$ cat src/fetch_pkg.sv
// ------------------------------
// fetch datapath widths for a 64-bit core
// one fetch word is 32 bits and holds at most two 16-bit parcels
// ------------------------------
`default_nettype none

package fetch_pkg;

    // instruction address width
    parameter int unsigned ADDR_W = 64;

    // fetch word width as seen on the memory data port
    parameter int unsigned WORD_W = 32;

    // instruction slots per fetch word, one per parcel
    parameter int unsigned SLOTS = 2;

    typedef logic [ADDR_W-1:0] addr_t;

    typedef logic [WORD_W-1:0] word_t;

    // half of a fetch word, the RVC granule
    typedef logic [WORD_W/SLOTS-1:0] parcel_t;

endpackage : fetch_pkg

`default_nettype wire

$ cat src/rv_isa_pkg.sv
// ------------------------------
// RISC-V encodings seen by the fetch scan
// only control-flow opcodes are listed
// ------------------------------
`default_nettype none

package rv_isa_pkg;

    // major opcodes of 32-bit instructions, bits [6:0]
    typedef enum logic [6:0] {
        OPC_BRANCH = 7'b1100011,
        OPC_JALR   = 7'b1100111,
        OPC_JAL    = 7'b1101111
    } rv_opcode_e;

    // quadrant 1 funct3, bits [15:13] of a compressed instruction
    // RV64 has no C.JAL, 3'b001 is C.ADDIW there
    typedef enum logic [2:0] {
        C_J    = 3'b101,
        C_BEQZ = 3'b110,
        C_BNEZ = 3'b111
    } rvc_op_e;

    // what the scan found in one slot
    typedef enum logic [1:0] {
        CF_NONE   = 2'd0,
        CF_BRANCH = 2'd1,
        CF_JUMP   = 2'd2
    } cf_kind_e;

endpackage : rv_isa_pkg

`default_nettype wire

$ cat src/fetch_branch_predict.sv
// ------------------------------
// static prediction on the realigned slots
// backward branches taken, jal and c.j always taken
// jalr is never predicted
// ------------------------------
`default_nettype none

module fetch_branch_predict
    import fetch_pkg::*;
    import rv_isa_pkg::*;
(
    input  logic              resp_valid_i,
    input  addr_t             resp_addr_i,
    input  word_t             resp_word_i,
    input  word_t [SLOTS-1:0] instr_i,
    input  addr_t [SLOTS-1:0] instr_addr_i,
    input  logic  [SLOTS-1:0] slot_valid_i,
    output logic              push_o,
    output addr_t             entry_addr_o,
    output word_t             entry_data_o,
    output logic  [SLOTS-1:0] entry_taken_o,
    output addr_t             entry_target_o,
    output logic              pred_valid_o,
    output addr_t             pred_target_o
);

    logic [SLOTS-1:0] taken;
    addr_t            target;

    // ------------------------------
    // instruction scan
    // ------------------------------
    function automatic cf_kind_e scan_kind(word_t ins);
        cf_kind_e kind;
        kind = CF_NONE;
        if (ins[1:0] == 2'b11) begin
            case (ins[6:0])
                OPC_BRANCH: kind = CF_BRANCH;
                OPC_JAL:    kind = CF_JUMP;
                // register target only known in execute
                OPC_JALR:   kind = CF_NONE;
                default:    kind = CF_NONE;
            endcase
        end else if (ins[1:0] == 2'b01) begin
            case (ins[15:13])
                C_J:            kind = CF_JUMP;
                C_BEQZ, C_BNEZ: kind = CF_BRANCH;
                default:        kind = CF_NONE;
            endcase
        end
        return kind;
    endfunction

    // sign-extended offset, only meaningful when scan_kind finds something
    function automatic addr_t scan_imm(word_t ins);
        addr_t imm;
        if (ins[1:0] == 2'b11) begin
            if (ins[6:0] == OPC_JAL) begin
                imm = $signed({ins[31], ins[19:12], ins[20], ins[30:21], 1'b0});
            end else begin
                imm = $signed({ins[31], ins[7], ins[30:25], ins[11:8], 1'b0});
            end
        end else if (ins[15:13] == C_J) begin
            imm = $signed({ins[12], ins[8], ins[10:9], ins[6], ins[7], ins[2],
                           ins[11], ins[5:3], 1'b0});
        end else begin
            imm = $signed({ins[12], ins[6:5], ins[2], ins[11:10], ins[4:3], 1'b0});
        end
        return imm;
    endfunction

    // ------------------------------
    // taken decision
    // ------------------------------
    always_comb begin : pick
        cf_kind_e kind;
        addr_t    imm;
        logic     found;
        found  = 1'b0;
        taken  = '0;
        target = '0;
        // lowest address wins, later slots are shadowed
        for (int i = 0; i < SLOTS; i++) begin
            kind = scan_kind(instr_i[i]);
            imm  = scan_imm(instr_i[i]);
            if (slot_valid_i[i] && !found) begin
                // negative offset means backward branch
                if (kind == CF_JUMP || (kind == CF_BRANCH && imm[ADDR_W-1])) begin
                    taken[i] = 1'b1;
                    target   = instr_addr_i[i] + imm;
                    found    = 1'b1;
                end
            end
        end
    end

    assign pred_valid_o  = resp_valid_i & (|taken);
    assign pred_target_o = target;

    // every response becomes one queue entry
    assign push_o         = resp_valid_i;
    assign entry_addr_o   = resp_addr_i;
    assign entry_data_o   = resp_word_i;
    assign entry_taken_o  = taken;
    assign entry_target_o = target;

endmodule : fetch_branch_predict

`default_nettype wire

$ cat src/fetch_frontend.sv
// ------------------------------
// fetch frontend top
// memory answers one cycle after acceptance
// FIFO_DEPTH from 2 to 8
// ------------------------------
`default_nettype none

module fetch_frontend
    import fetch_pkg::*;
#(
    parameter int unsigned FIFO_DEPTH = 4
) (
    input  logic             clk_i,
    input  logic             rst_ni,
    input  addr_t            boot_addr_i,
    input  logic             redirect_i,
    input  addr_t            redirect_addr_i,
    // memory request
    output logic             mem_req_o,
    output addr_t            mem_addr_o,
    input  logic             mem_ready_i,
    output logic             mem_kill_s1_o,
    output logic             mem_kill_s2_o,
    // memory response
    input  logic             mem_rvalid_i,
    input  addr_t            mem_raddr_i,
    input  word_t            mem_rdata_i,
    // decode side
    output logic             fetch_valid_o,
    output addr_t            fetch_addr_o,
    output word_t            fetch_data_o,
    output logic [SLOTS-1:0] fetch_taken_o,
    output addr_t            fetch_target_o,
    input  logic             fetch_ack_i
);

    logic              pred_valid;
    addr_t             pred_target;
    logic              pop;
    logic              resp_valid;
    addr_t             resp_addr;
    word_t             resp_word;
    word_t [SLOTS-1:0] instr;
    addr_t [SLOTS-1:0] instr_addr;
    logic  [SLOTS-1:0] slot_valid;
    logic              push;
    addr_t             entry_addr;
    word_t             entry_data;
    logic  [SLOTS-1:0] entry_taken;
    addr_t             entry_target;

    fetch_pc_gen #(
        .FIFO_DEPTH (FIFO_DEPTH)
    ) fetch_pc_gen_i (
        .clk_i,
        .rst_ni,
        .boot_addr_i,
        .redirect_i,
        .redirect_addr_i,
        .pred_valid_i  (pred_valid),
        .pred_target_i (pred_target),
        .pop_i         (pop),
        .mem_ready_i,
        .mem_rvalid_i,
        .mem_req_o,
        .mem_addr_o,
        .mem_kill_s1_o,
        .mem_kill_s2_o
    );

    // kill_s2 covers both redirect and taken prediction
    fetch_realign fetch_realign_i (
        .clk_i,
        .rst_ni,
        .mem_rvalid_i,
        .mem_raddr_i,
        .mem_rdata_i,
        .kill_i       (mem_kill_s2_o),
        .resp_valid_o (resp_valid),
        .resp_addr_o  (resp_addr),
        .resp_word_o  (resp_word),
        .instr_o      (instr),
        .instr_addr_o (instr_addr),
        .slot_valid_o (slot_valid)
    );

    fetch_branch_predict fetch_branch_predict_i (
        .resp_valid_i   (resp_valid),
        .resp_addr_i    (resp_addr),
        .resp_word_i    (resp_word),
        .instr_i        (instr),
        .instr_addr_i   (instr_addr),
        .slot_valid_i   (slot_valid),
        .push_o         (push),
        .entry_addr_o   (entry_addr),
        .entry_data_o   (entry_data),
        .entry_taken_o  (entry_taken),
        .entry_target_o (entry_target),
        .pred_valid_o   (pred_valid),
        .pred_target_o  (pred_target)
    );

    fetch_queue #(
        .FIFO_DEPTH (FIFO_DEPTH)
    ) fetch_queue_i (
        .clk_i,
        .rst_ni,
        .flush_i  (redirect_i),
        .push_i   (push),
        .addr_i   (entry_addr),
        .data_i   (entry_data),
        .taken_i  (entry_taken),
        .target_i (entry_target),
        .fetch_ack_i,
        .fetch_valid_o,
        .fetch_addr_o,
        .fetch_data_o,
        .fetch_taken_o,
        .fetch_target_o,
        .pop_o    (pop)
    );

endmodule : fetch_frontend

`default_nettype wire

$ cat src/fetch_pc_gen.sv
// ------------------------------
// next-PC select and memory request side
// a request is issued only while queue credits remain
// ------------------------------
`default_nettype none

module fetch_pc_gen
    import fetch_pkg::*;
#(
    parameter int unsigned FIFO_DEPTH = 4
) (
    input  logic  clk_i,
    input  logic  rst_ni,
    input  addr_t boot_addr_i,
    input  logic  redirect_i,
    input  addr_t redirect_addr_i,
    input  logic  pred_valid_i,
    input  addr_t pred_target_i,
    input  logic  pop_i,
    input  logic  mem_ready_i,
    input  logic  mem_rvalid_i,
    output logic  mem_req_o,
    output addr_t mem_addr_o,
    output logic  mem_kill_s1_o,
    output logic  mem_kill_s2_o
);

    localparam int unsigned CNT_W = $clog2(FIFO_DEPTH) + 1;

    logic             npc_rst_load_q;
    addr_t            npc_d;
    addr_t            npc_q;
    addr_t            fetch_addr;
    logic [CNT_W-1:0] credits_d;
    logic [CNT_W-1:0] credits_q;
    logic             in_flight_d;
    logic             in_flight_q;
    logic             if_ready;
    logic             issue;
    logic             eff_kill;

    // ------------------------------
    // next PC
    // ------------------------------
    always_comb begin : npc_select
        // first cycle out of reset fetches from the boot address
        fetch_addr = npc_rst_load_q ? boot_addr_i : npc_q;
        if (pred_valid_i) begin
            fetch_addr = pred_target_i;
        end
        npc_d = fetch_addr;
        // advance to the next aligned word once accepted
        if (if_ready) begin
            npc_d = {fetch_addr[ADDR_W-1:2], 2'b00} + addr_t'(4);
        end
        // redirect overrides everything
        if (redirect_i) begin
            npc_d = redirect_addr_i;
        end
    end

    assign mem_addr_o    = fetch_addr;
    // redirect kills the request in this cycle
    assign mem_kill_s1_o = redirect_i;
    // a taken prediction also drops the word already in flight
    assign mem_kill_s2_o = redirect_i | pred_valid_i;

    // ------------------------------
    // credit flow control
    // ------------------------------
    assign mem_req_o = |credits_q;
    assign if_ready  = mem_ready_i & mem_req_o;
    assign issue     = if_ready & ~mem_kill_s1_o;
    // killed in-flight request never returns, give its credit back
    assign eff_kill  = in_flight_q & mem_kill_s2_o;

    assign credits_d = redirect_i ? CNT_W'(FIFO_DEPTH)
                     : credits_q + CNT_W'(pop_i) + CNT_W'(eff_kill) - CNT_W'(issue);

    assign in_flight_d = redirect_i   ? 1'b0
                       : issue        ? 1'b1
                       : mem_rvalid_i ? 1'b0
                       : in_flight_q;

    always_ff @(posedge clk_i or negedge rst_ni) begin
        if (!rst_ni) begin
            npc_rst_load_q <= 1'b1;
            npc_q          <= '0;
            credits_q      <= CNT_W'(FIFO_DEPTH);
            in_flight_q    <= 1'b0;
        end else begin
            npc_rst_load_q <= 1'b0;
            npc_q          <= npc_d;
            credits_q      <= credits_d;
            in_flight_q    <= in_flight_d;
        end
    end

endmodule : fetch_pc_gen

`default_nettype wire

$ cat src/fetch_queue.sv
// ------------------------------
// fetch entry FIFO toward decode
// no overflow check, credits in pc gen bound the fill level
// ------------------------------
`default_nettype none

module fetch_queue
    import fetch_pkg::*;
#(
    parameter int unsigned FIFO_DEPTH = 4
) (
    input  logic             clk_i,
    input  logic             rst_ni,
    input  logic             flush_i,
    input  logic             push_i,
    input  addr_t            addr_i,
    input  word_t            data_i,
    input  logic [SLOTS-1:0] taken_i,
    input  addr_t            target_i,
    input  logic             fetch_ack_i,
    output logic             fetch_valid_o,
    output addr_t            fetch_addr_o,
    output word_t            fetch_data_o,
    output logic [SLOTS-1:0] fetch_taken_o,
    output addr_t            fetch_target_o,
    output logic             pop_o
);

    localparam int unsigned PTR_W = $clog2(FIFO_DEPTH);
    localparam int unsigned CNT_W = PTR_W + 1;

    addr_t            addr_mem   [FIFO_DEPTH];
    word_t            data_mem   [FIFO_DEPTH];
    logic [SLOTS-1:0] taken_mem  [FIFO_DEPTH];
    addr_t            target_mem [FIFO_DEPTH];

    logic [PTR_W-1:0] wr_ptr_q;
    logic [PTR_W-1:0] rd_ptr_q;
    logic [CNT_W-1:0] count_q;

    // wrap explicitly, depth need not be a power of two
    function automatic logic [PTR_W-1:0] ptr_inc(logic [PTR_W-1:0] ptr);
        return (ptr == PTR_W'(FIFO_DEPTH - 1)) ? '0 : ptr + 1'b1;
    endfunction

    assign fetch_valid_o  = |count_q;
    assign pop_o          = fetch_valid_o & fetch_ack_i;
    assign fetch_addr_o   = addr_mem[rd_ptr_q];
    assign fetch_data_o   = data_mem[rd_ptr_q];
    assign fetch_taken_o  = taken_mem[rd_ptr_q];
    assign fetch_target_o = target_mem[rd_ptr_q];

    always_ff @(posedge clk_i or negedge rst_ni) begin
        if (!rst_ni) begin
            wr_ptr_q <= '0;
            rd_ptr_q <= '0;
            count_q  <= '0;
        end else if (flush_i) begin
            // drop everything, including a push in this cycle
            wr_ptr_q <= '0;
            rd_ptr_q <= '0;
            count_q  <= '0;
        end else begin
            if (push_i) begin
                wr_ptr_q <= ptr_inc(wr_ptr_q);
            end
            if (pop_o) begin
                rd_ptr_q <= ptr_inc(rd_ptr_q);
            end
            count_q <= count_q + CNT_W'(push_i) - CNT_W'(pop_o);
        end
    end

    // storage
    always_ff @(posedge clk_i) begin
        if (push_i) begin
            addr_mem[wr_ptr_q]   <= addr_i;
            data_mem[wr_ptr_q]   <= data_i;
            taken_mem[wr_ptr_q]  <= taken_i;
            target_mem[wr_ptr_q] <= target_i;
        end
    end

endmodule : fetch_queue

`default_nettype wire

$ cat src/fetch_realign.sv
// ------------------------------
// response register and 16/32-bit realignment
// a 32-bit instruction may straddle two consecutive words
// kill_i drops any half instruction that is waiting
// ------------------------------
`default_nettype none

module fetch_realign
    import fetch_pkg::*;
(
    input  logic                   clk_i,
    input  logic                   rst_ni,
    input  logic                   mem_rvalid_i,
    input  addr_t                  mem_raddr_i,
    input  word_t                  mem_rdata_i,
    input  logic                   kill_i,
    output logic                   resp_valid_o,
    output addr_t                  resp_addr_o,
    output word_t                  resp_word_o,
    output word_t [SLOTS-1:0]      instr_o,
    output addr_t [SLOTS-1:0]      instr_addr_o,
    output logic  [SLOTS-1:0]      slot_valid_o
);

    logic             valid_q;
    addr_t            addr_q;
    word_t            data_q;
    logic [SLOTS-1:0] is_c;
    parcel_t          lower;
    parcel_t          upper;
    logic             upper_start;

    // upper parcel waiting for the next word
    logic    unaligned_d;
    logic    unaligned_q;
    parcel_t unaligned_instr_d;
    parcel_t unaligned_instr_q;
    addr_t   unaligned_addr_d;
    addr_t   unaligned_addr_q;

    assign lower = data_q[WORD_W/2-1:0];
    assign upper = data_q[WORD_W-1:WORD_W/2];

    // a parcel is compressed unless its low bits are 2'b11
    for (genvar i = 0; i < SLOTS; i++) begin : g_rvc
        assign is_c[i] = ~&data_q[i*16 +: 2];
    end

    // upper parcel starts an instruction
    assign upper_start = unaligned_q | addr_q[1] | is_c[0];

    always_comb begin : re_align
        unaligned_d       = unaligned_q;
        unaligned_instr_d = unaligned_instr_q;
        unaligned_addr_d  = unaligned_addr_q;
        instr_o[0]        = data_q;
        instr_addr_o[0]   = {addr_q[ADDR_W-1:2], 2'b00};
        instr_o[1]        = word_t'(upper);
        instr_addr_o[1]   = {addr_q[ADDR_W-1:2], 2'b10};
        slot_valid_o      = '0;

        if (valid_q) begin
            // stitch the saved parcel below the lower half
            if (unaligned_q) begin
                instr_o[0]      = {lower, unaligned_instr_q};
                instr_addr_o[0] = unaligned_addr_q;
            end
            // fetch started at a half-word, lower slot is stale
            slot_valid_o[0] = unaligned_q | ~addr_q[1];
            unaligned_d     = 1'b0;
            if (upper_start) begin
                if (is_c[1]) begin
                    slot_valid_o[1] = 1'b1;
                end else begin
                    // 32-bit instruction continues in the next word
                    unaligned_d       = 1'b1;
                    unaligned_instr_d = upper;
                    unaligned_addr_d  = {addr_q[ADDR_W-1:2], 2'b10};
                end
            end
        end

        // next word is not sequential, start clean
        if (kill_i) begin
            unaligned_d = 1'b0;
        end
    end

    assign resp_valid_o = valid_q;
    assign resp_addr_o  = addr_q;
    assign resp_word_o  = data_q;

    always_ff @(posedge clk_i or negedge rst_ni) begin
        if (!rst_ni) begin
            valid_q     <= 1'b0;
            unaligned_q <= 1'b0;
        end else begin
            valid_q     <= mem_rvalid_i;
            unaligned_q <= unaligned_d;
        end
    end

    // payload
    always_ff @(posedge clk_i) begin
        addr_q            <= mem_raddr_i;
        data_q            <= mem_rdata_i;
        unaligned_instr_q <= unaligned_instr_d;
        unaligned_addr_q  <= unaligned_addr_d;
    end

endmodule : fetch_realign

`default_nettype wire

$ cat config.mk
export PLATFORM = sky130hd
export DESIGN_NAME = fetch_frontend
export DESIGN_NICKNAME = d
export VERILOG_FILES = /design/src/fetch_pkg.sv /design/src/rv_isa_pkg.sv /design/src/fetch_branch_predict.sv /design/src/fetch_frontend.sv /design/src/fetch_pc_gen.sv /design/src/fetch_queue.sv /design/src/fetch_realign.sv
export SDC_FILE = /design/constraint.sdc
export NUM_CORES = 1
export LEC_CHECK = 0
export ABC_AREA = 1
export BUFFER_PORTS_ARGS = -buffer_cell sky130_fd_sc_hd__buf_2
export CORE_ASPECT_RATIO = 1.4
export CORE_UTILIZATION = 41
export DETAILED_ROUTE_END_ITERATION = 12
export PLACE_DENSITY = 0.71
export SLEW_MARGIN = 20
export SYNTH_ARGS = -nofsm -noshare
export SYNTH_HDL_FRONTEND = slang
export SYNTH_SLANG_ARGS = --single-unit
$ cat constraint.sdc
create_clock -name clk_i -period 4.55 [get_ports clk_i]
set_clock_uncertainty 0.2 [all_clocks]
set_input_delay 0.455 -clock clk_i [delete_from_list [all_inputs] [get_ports clk_i]]
set_output_delay 0.455 -clock clk_i [all_outputs]
set_load 0.01 [all_outputs]
Word-level counts from Yosys, hierarchy flattened
Memories as Yosys holds them, arrays and structs flattened.
Cells that the tools add are included.
{ "classes": {"add_sub_neg": 10, "n_eq_ne": 20, "muxes": 50, "n_bitwise": 11, "reduce_logical": 19} }
{ "ops": {"columns": ["operator", "n"], "rows": [
  ["64-bit 2-to-1 mux", 12],
  ["64-bit adder", 2],
  ["64-bit by 3-bit adder with 64-bit output (second input constant)", 1],
  ["32-bit 2-to-1 mux", 2],
  ["7-bit == test (second input constant)", 4],
  ["11-bit 2-to-1 mux", 2],
  ["2-bit 2-to-1 mux", 11],
  ["20-bit 2-to-1 mux", 1],
  ["3-bit == test (second input constant)", 6],
  ["16-bit 2-to-1 mux", 1],
  ["2-bit one-hot mux with 2 select lines", 4],
  ["1-bit 2-to-1 mux", 15],
  ["2-bit == test (second input constant)", 6],
  ["3-bit by 1-bit adder with 3-bit output", 3],
  ["2-bit by 1-bit == test with 1-bit output (second input constant)", 4],
  ["3-bit 2-to-1 mux", 2],
  ["2-bit nonzero test", 3],
  ["2-bit OR reduction", 3],
  ["3-bit OR reduction", 2],
  ["3-bit by 1-bit subtractor with 3-bit output", 2],
  ["1-bit AND", 5],
  ["2-bit by 1-bit adder with 2-bit output (second input constant)", 2],
  ["1-bit bitwise OR", 4],
  ["2-bit AND reduction", 2],
  ["other kinds (6)", 11]
]} }
{ "totals": {"reg_bits": 252, "ram_bits": 648, "output_inout_bits": 230, "elab_cells": 127, "memories": 4} }
{ "memory_table": {"columns": ["memory", "words", "width", "read_ports", "rd_ports_with_merged_regs", "wr", "line_no", "text"], "rows": [
  ["fetch_queue_i.addr_mem", 4, 64, 1, 0, 1, "fetch_queue.sv:32", "addr_t addr_mem [FIFO_DEPTH];"],
  ["fetch_queue_i.target_mem", 4, 64, 1, 0, 1, "fetch_queue.sv:35", "addr_t target_mem [FIFO_DEPTH];"],
  ["fetch_queue_i.data_mem", 4, 32, 1, 0, 1, "fetch_queue.sv:33", "word_t data_mem [FIFO_DEPTH];"],
  ["fetch_queue_i.taken_mem", 4, 2, 1, 0, 1, "fetch_queue.sv:34", "logic [SLOTS-1:0] taken_mem [FIFO_DEPTH];"]
]} }

Depth between registers and ports, before layout
{ "logic_depth": {"ltp_word": 22, "depth_mapped": 40} }

Hierarchy
Synthesis repeated with hierarchy kept, for this count alone.
{ "hier_totals": {"hier_cells": 6310, "area_unflattened_um2": 51667.1} }
{ "modules_own_cells": {"columns": ["mod", "instances", "cells_per_inst", "area_per_inst_um2", "seq_area_each_um2"], "rows": [
  ["fetch_queue", 1, 1624, 24410.9, 19633.8],
  ["fetch_branch_predict", 1, 2996, 14004.7, 0.0],
  ["fetch_pc_gen", 1, 1099, 6970.4, 1729.2],
  ["fetch_realign", 1, 591, 6281.0, 4314.1]
]} }

Least setup slack after synthesis
No wires, ideal clock.
{ "synth_timing": {"path_type": "flip-flop to flip-flop", "start": "reg fetch_realign_i.valid_q (netlist: fetch_realign_i.resp_valid_o)", "end": "reg fetch_realign_i.unaligned_addr_q[10] (enable)", "arrival_time_ns": 4.009, "required_ns": 3.835, "slack_ns": -0.174, "path_stages_with_launch": 5, "path_buffers": 2, "period_less_slack_ns": 4.724, "cell_sequence": "dfrtp_1 -> buf_6 -> buf_2 -> nand2_1 -> nor2_1"} }
{ "synth_via": {"elab_chain_len": 1} }
{ "synth_rtl": {"columns": ["element", "line_no", "text"], "rows": [
  ["start: declaration", "fetch_realign.sv:25", "logic valid_q;"],
  ["start signal: assignment", "fetch_realign.sv:98", "valid_q <= mem_rvalid_i;"],
  ["4-bit AND reduction (no source line)", null, null],
  ["end signal: assignment", "fetch_realign.sv:108", "unaligned_addr_q <= unaligned_addr_d;"],
  ["end: declaration", "fetch_realign.sv:39", "addr_t unaligned_addr_q;"]
]} }
Every way passes these cells.
A chain may end at the register's enable or synchronous reset.

Worst setup path in the final report
{ "layout_timing": {"start": "reg fetch_realign_i.data_q[17] (netlist: fetch_realign_i.resp_word_o[17])", "end": "out mem_addr_o[57]"} }
{ "layout_via": {"elab_chain_len": 11} }
{ "layout_rtl": {"columns": ["element", "line_no", "text"], "rows": [
  ["start: declaration", "fetch_realign.sv:27", "word_t data_q;"],
  ["start signal: assignment", "fetch_realign.sv:106", "data_q <= mem_rdata_i;"],
  ["branches (longest 10 deep; another with 64-bit adder)", null, null],
  ["64-bit 2-to-1 mux *", "fetch_pc_gen.sv:48", "if (pred_valid_i) begin"],
  ["end: declaration", "fetch_frontend.sv:20", "output addr_t mem_addr_o,"]
]} }
Mark *: on every way between the ends.

==> flow_metrics.py <==
metrics = {
    "run_status": {
        "status": "finished with violations",
        "violations": "setup timing",
    },
    "worst_hold_path": {
        "min_from": "boot_addr_i[26]",
        "holdPathStages": 7,
        "hold_path_class": "input pin to flop",
        "whs_endpoint": "fetch_pc_gen_i.npc_q[26]",
    },
    "yosys": {
        "ys_types": 60,
        "avgSynthCellArea_um2": 8.47,
        "yosysMostFrequentCell": "nand2_1",
        "synthTopCellsByArea": "edfxtp_1, nand2_1, nor2_1, inv_1, o21ai_0",
        "synth_warnings": 0,
        "yosys-top-cells-count": "nand2_1, edfxtp_1, nor2_1",
        "synth_top_area_share_pct": 45.3,
        "ys_ff_latch": 896,
        "yosysTopAreaCell": "edfxtp_1",
        "synthArstFlopShare_pct": 8.71,
        "yosys_most_used_dff": "edfxtp_1",
        "syn_inst": 5650,
        "syn-cell-area_um2": 47800,
        "seq_area_frac_synth_pct": 53.4,
        "synth_edf_count": 722,
    },
    "sta": {
        "finalMaxSlewViolations": 0,
        "worst_hold_slack_ps": 68.3,
        "slew_headroom_pct": 34.0,
        "rsz0062_at_grt": "yes",
        "post-route-min-period_ps": 5110,
        "setup_violations": 117,
        "worst_pin_slew_ps": 989,
        "setup_ws_ps": -561,
        "period_share_pct": 112,
        "hold_viol": 0,
        "timing.fmax_ghz": 0.196,
    },
    "worst_setup_path": {
        "crit_path_frequent_cell": "buf_4",
        "end_kind": "output port",
        "cp_max_fo": 16,
        "path_class": "flop to output port",
        "crit_path_start_kind": "flop",
        "worstPathArrival_ps": 4460,
        "worst_r2r_endpoint": "fetch_pc_gen_i.npc_q[34]",
        "cp_slowest_stage_delay_ps": 380,
        "r2r_cells": 35,
        "r2r-start": "fetch_realign_i.resp_valid_o",
        "worst_path_max_delay_cell": "ha_1",
        "cp.required_ps": 3890,
        "reg2reg_slack_ps": -390,
        "cp_cell_sequence": "nand2_2 > buf_4 > inv_2 > nor2_4 > buf_12 > clkbuf_16 > ha_1 > nand2_1 > nor2_1 > buf_4 > nand2_1 > inv_1 > nand3_1 > nand3_1 > buf_4 > nand2_1 > nand2_1 > nand2_1 > nand3_1 > buf_4 > nand3_2 > buf_4 > buf_4 > buf_4",
    },
    "clocking": {
        "clockRootBuffer": "clkbuf_16",
        "clock-sinks": 896,
        "clkTransAtPathRegs_ps": 60,
        "cts_inserted_buffers": 90,
        "cts.path.max_buffers": 3,
        "htree_levels": 3,
        "clock_latency_ps": 730,
        "cts_tree": "done",
    },
    "routing": {
        "wirelength_um": 203000,
        "drt-initial-drc-count": 3838,
        "wl_per_cell_um": 22.7,
        "antenna_left": 0,
        "num_vias": 47900,
        "detail_route.first_pass.iterations": 7,
        "drc": 0,
        "vias_per_cell": 5.35,
    },
    "floorplan": {
        "dieHeight_um": 406,
        "rows": 147,
        "core-area_um2": 115000,
        "die_area_um2": 118000,
        "start_util_pct": 41.5,
        "die_w_um": 291,
        "ios": 460,
    },
    "place": {
        "gp_congestion": 1.00,
        "place_hpwl_um": 151000,
        "numPortBuffers": 458,
    },
    "finish": {
        "nets": 7750,
        "final_layout_size_suffix_gt1_share_pct": 35.9,
        "area_growth_pct": 48.2,
    },
    "power": {
        "power.density_nw_per_um2": 377,
        "total_power_mw": 26.7,
        "leakagePower_nw": 31.6,
        "irDropWorstVdd_mv": 0.460,
    },
    "grt": {
        "grt_max_degree": 125,
        "track_usage_pct": 33.2,
        "antenna_found_initial": 3,
        "grt_overflow": 0,
        "grt_pass1_vias": 46100,
        "grt_pass1_wl_um": 289000,
    },
    "job": {
        "maxCapViolations": 0,
    },
}
## logic make-up (layout without fill, tap and decap cells)
logic type      Yosys count  after routing  share of synthesized area [%]
buf+inv                 792           2599                           6.53
simple gates           2925           2926                           25.7
flops                   896            896                           53.4
other cells               1              6                        0.00784
xor+xnor                 48             48                          0.879
fa+ha+maj               137            137                           3.66
compound gates          851            851                           9.78
## how the worst max path moves through the flow
| stage | startpoint | endpoint | slack [ps] | cells after the start |
|---|---|---|---|---|
| 4_1_cts | fetch_realign_i.resp_valid_o | mem_addr_o[63] | -690 | 29 |
| 3_5_place_dp | fetch_realign_i.unaligned_q | fetch_pc_gen_i.npc_q[40] | -670 | 38 |
| 3_3_place_gp | fetch_realign_i.unaligned_q | fetch_pc_gen_i.npc_q[51] | -540 | 29 |
| 6_report | fetch_realign_i.resp_word_o[17] | mem_addr_o[57] | -560 | 24 |
| 2_1_floorplan | fetch_realign_i.resp_valid_o | fetch_pc_gen_i.npc_q[52] | 20 | 37 |
| 5_1_grt | fetch_realign_i.resp_valid_o | mem_addr_o[63] | -790 | 30 |
## power breakdown
part	switching, mW	internal, mW	leakage, nW	total [mW]
combinational	5.73	3.82	21.9	9.54
sequential	0.234	9.29	8.21	9.52
clock	3.42	4.21	1.48	7.63
## registers in the layout, summed over array words and instances, names as in the netlist, 3 cells and up
register                           cells
fetch_queue_i.target_mem             252
fetch_realign_i.resp_addr_o           64
fetch_pc_gen_i.npc_q                  64
fetch_queue_i.count_q                  3
fetch_realign_i.unaligned_instr_q     16
fetch_realign_i.unaligned_addr_q      62
fetch_queue_i.taken_mem                8
fetch_realign_i.resp_word_o           32
fetch_queue_i.addr_mem               256
fetch_queue_i.data_mem               128
fetch_pc_gen_i.credits_q               3
## layout make-up
class | count | area, um2
diodes | 4 | 10.0
clock buffers | 109 | 2370
clock inverters | 59 | 671
fillers | 9791 | 44300
inverters | 608 | 2350
multi-input cells | 3964 | 23600
flip-flops and latches | 896 | 25600
well taps | 1490 | 1860
repair buffers | 1823 | 14400
## worst max-delay path: cells and delay by family, from the launching register on
| kind | cells | cell delay [ps] |
|---|---|---|
| simple gates | 12 | 1340 |
| fa+ha+maj | 1 | 380 |
| flops | 1 | 370 |
| buf+inv | 11 | 1620 |
## cells in the final DEF (no fill, tap or decap), types with 103 or more instances in the layout
cell	count
nand2_1	1437
buf_4	993
edfxtp_1	722
inv_1	549
nor2_1	523
buf_2	410
o21ai_0	386
buf_6	213
nand3_1	206
o22ai_1	164
dlygate4sd3_1	164
nand2_2	160
nand3_2	103
## routing by layer
layer  up-vias  routed length (um)  global-route usage [%]
met1     22900               77100                    38.7
met2      2014               98400                    57.2
met4         0               16400                    22.7
li1      22400                   -                       -
met5         -                   0                       0
met3       589               11400                    3.81
## what timing repair did
item	4_1_cts	5_1_grt
setup buffers	152	88
cloned	3	3
gates resized for setup	721	572
hold buffers	164	0
hold endpoints to repair	208	0
endpoints found under the setup margin	121	124
pin swaps	195	250
## stage by stage
step	util (%)	worst slack [ps]	instance area, um2	cells	setup TNS (ps)
after detailed placement	51.1	-667	58800	8379	-34370
after global placement	51.1	-545	58800	8379	-23940
after floorplan	-	21.0	47900	5651	0
after CTS	58.9	-690	67800	8865	-39440
final	61.5	-561	70900	8953	-35590
after global routing	61.5	-792	70900	8951	-62190
Power figures use the tool's default switching activity.
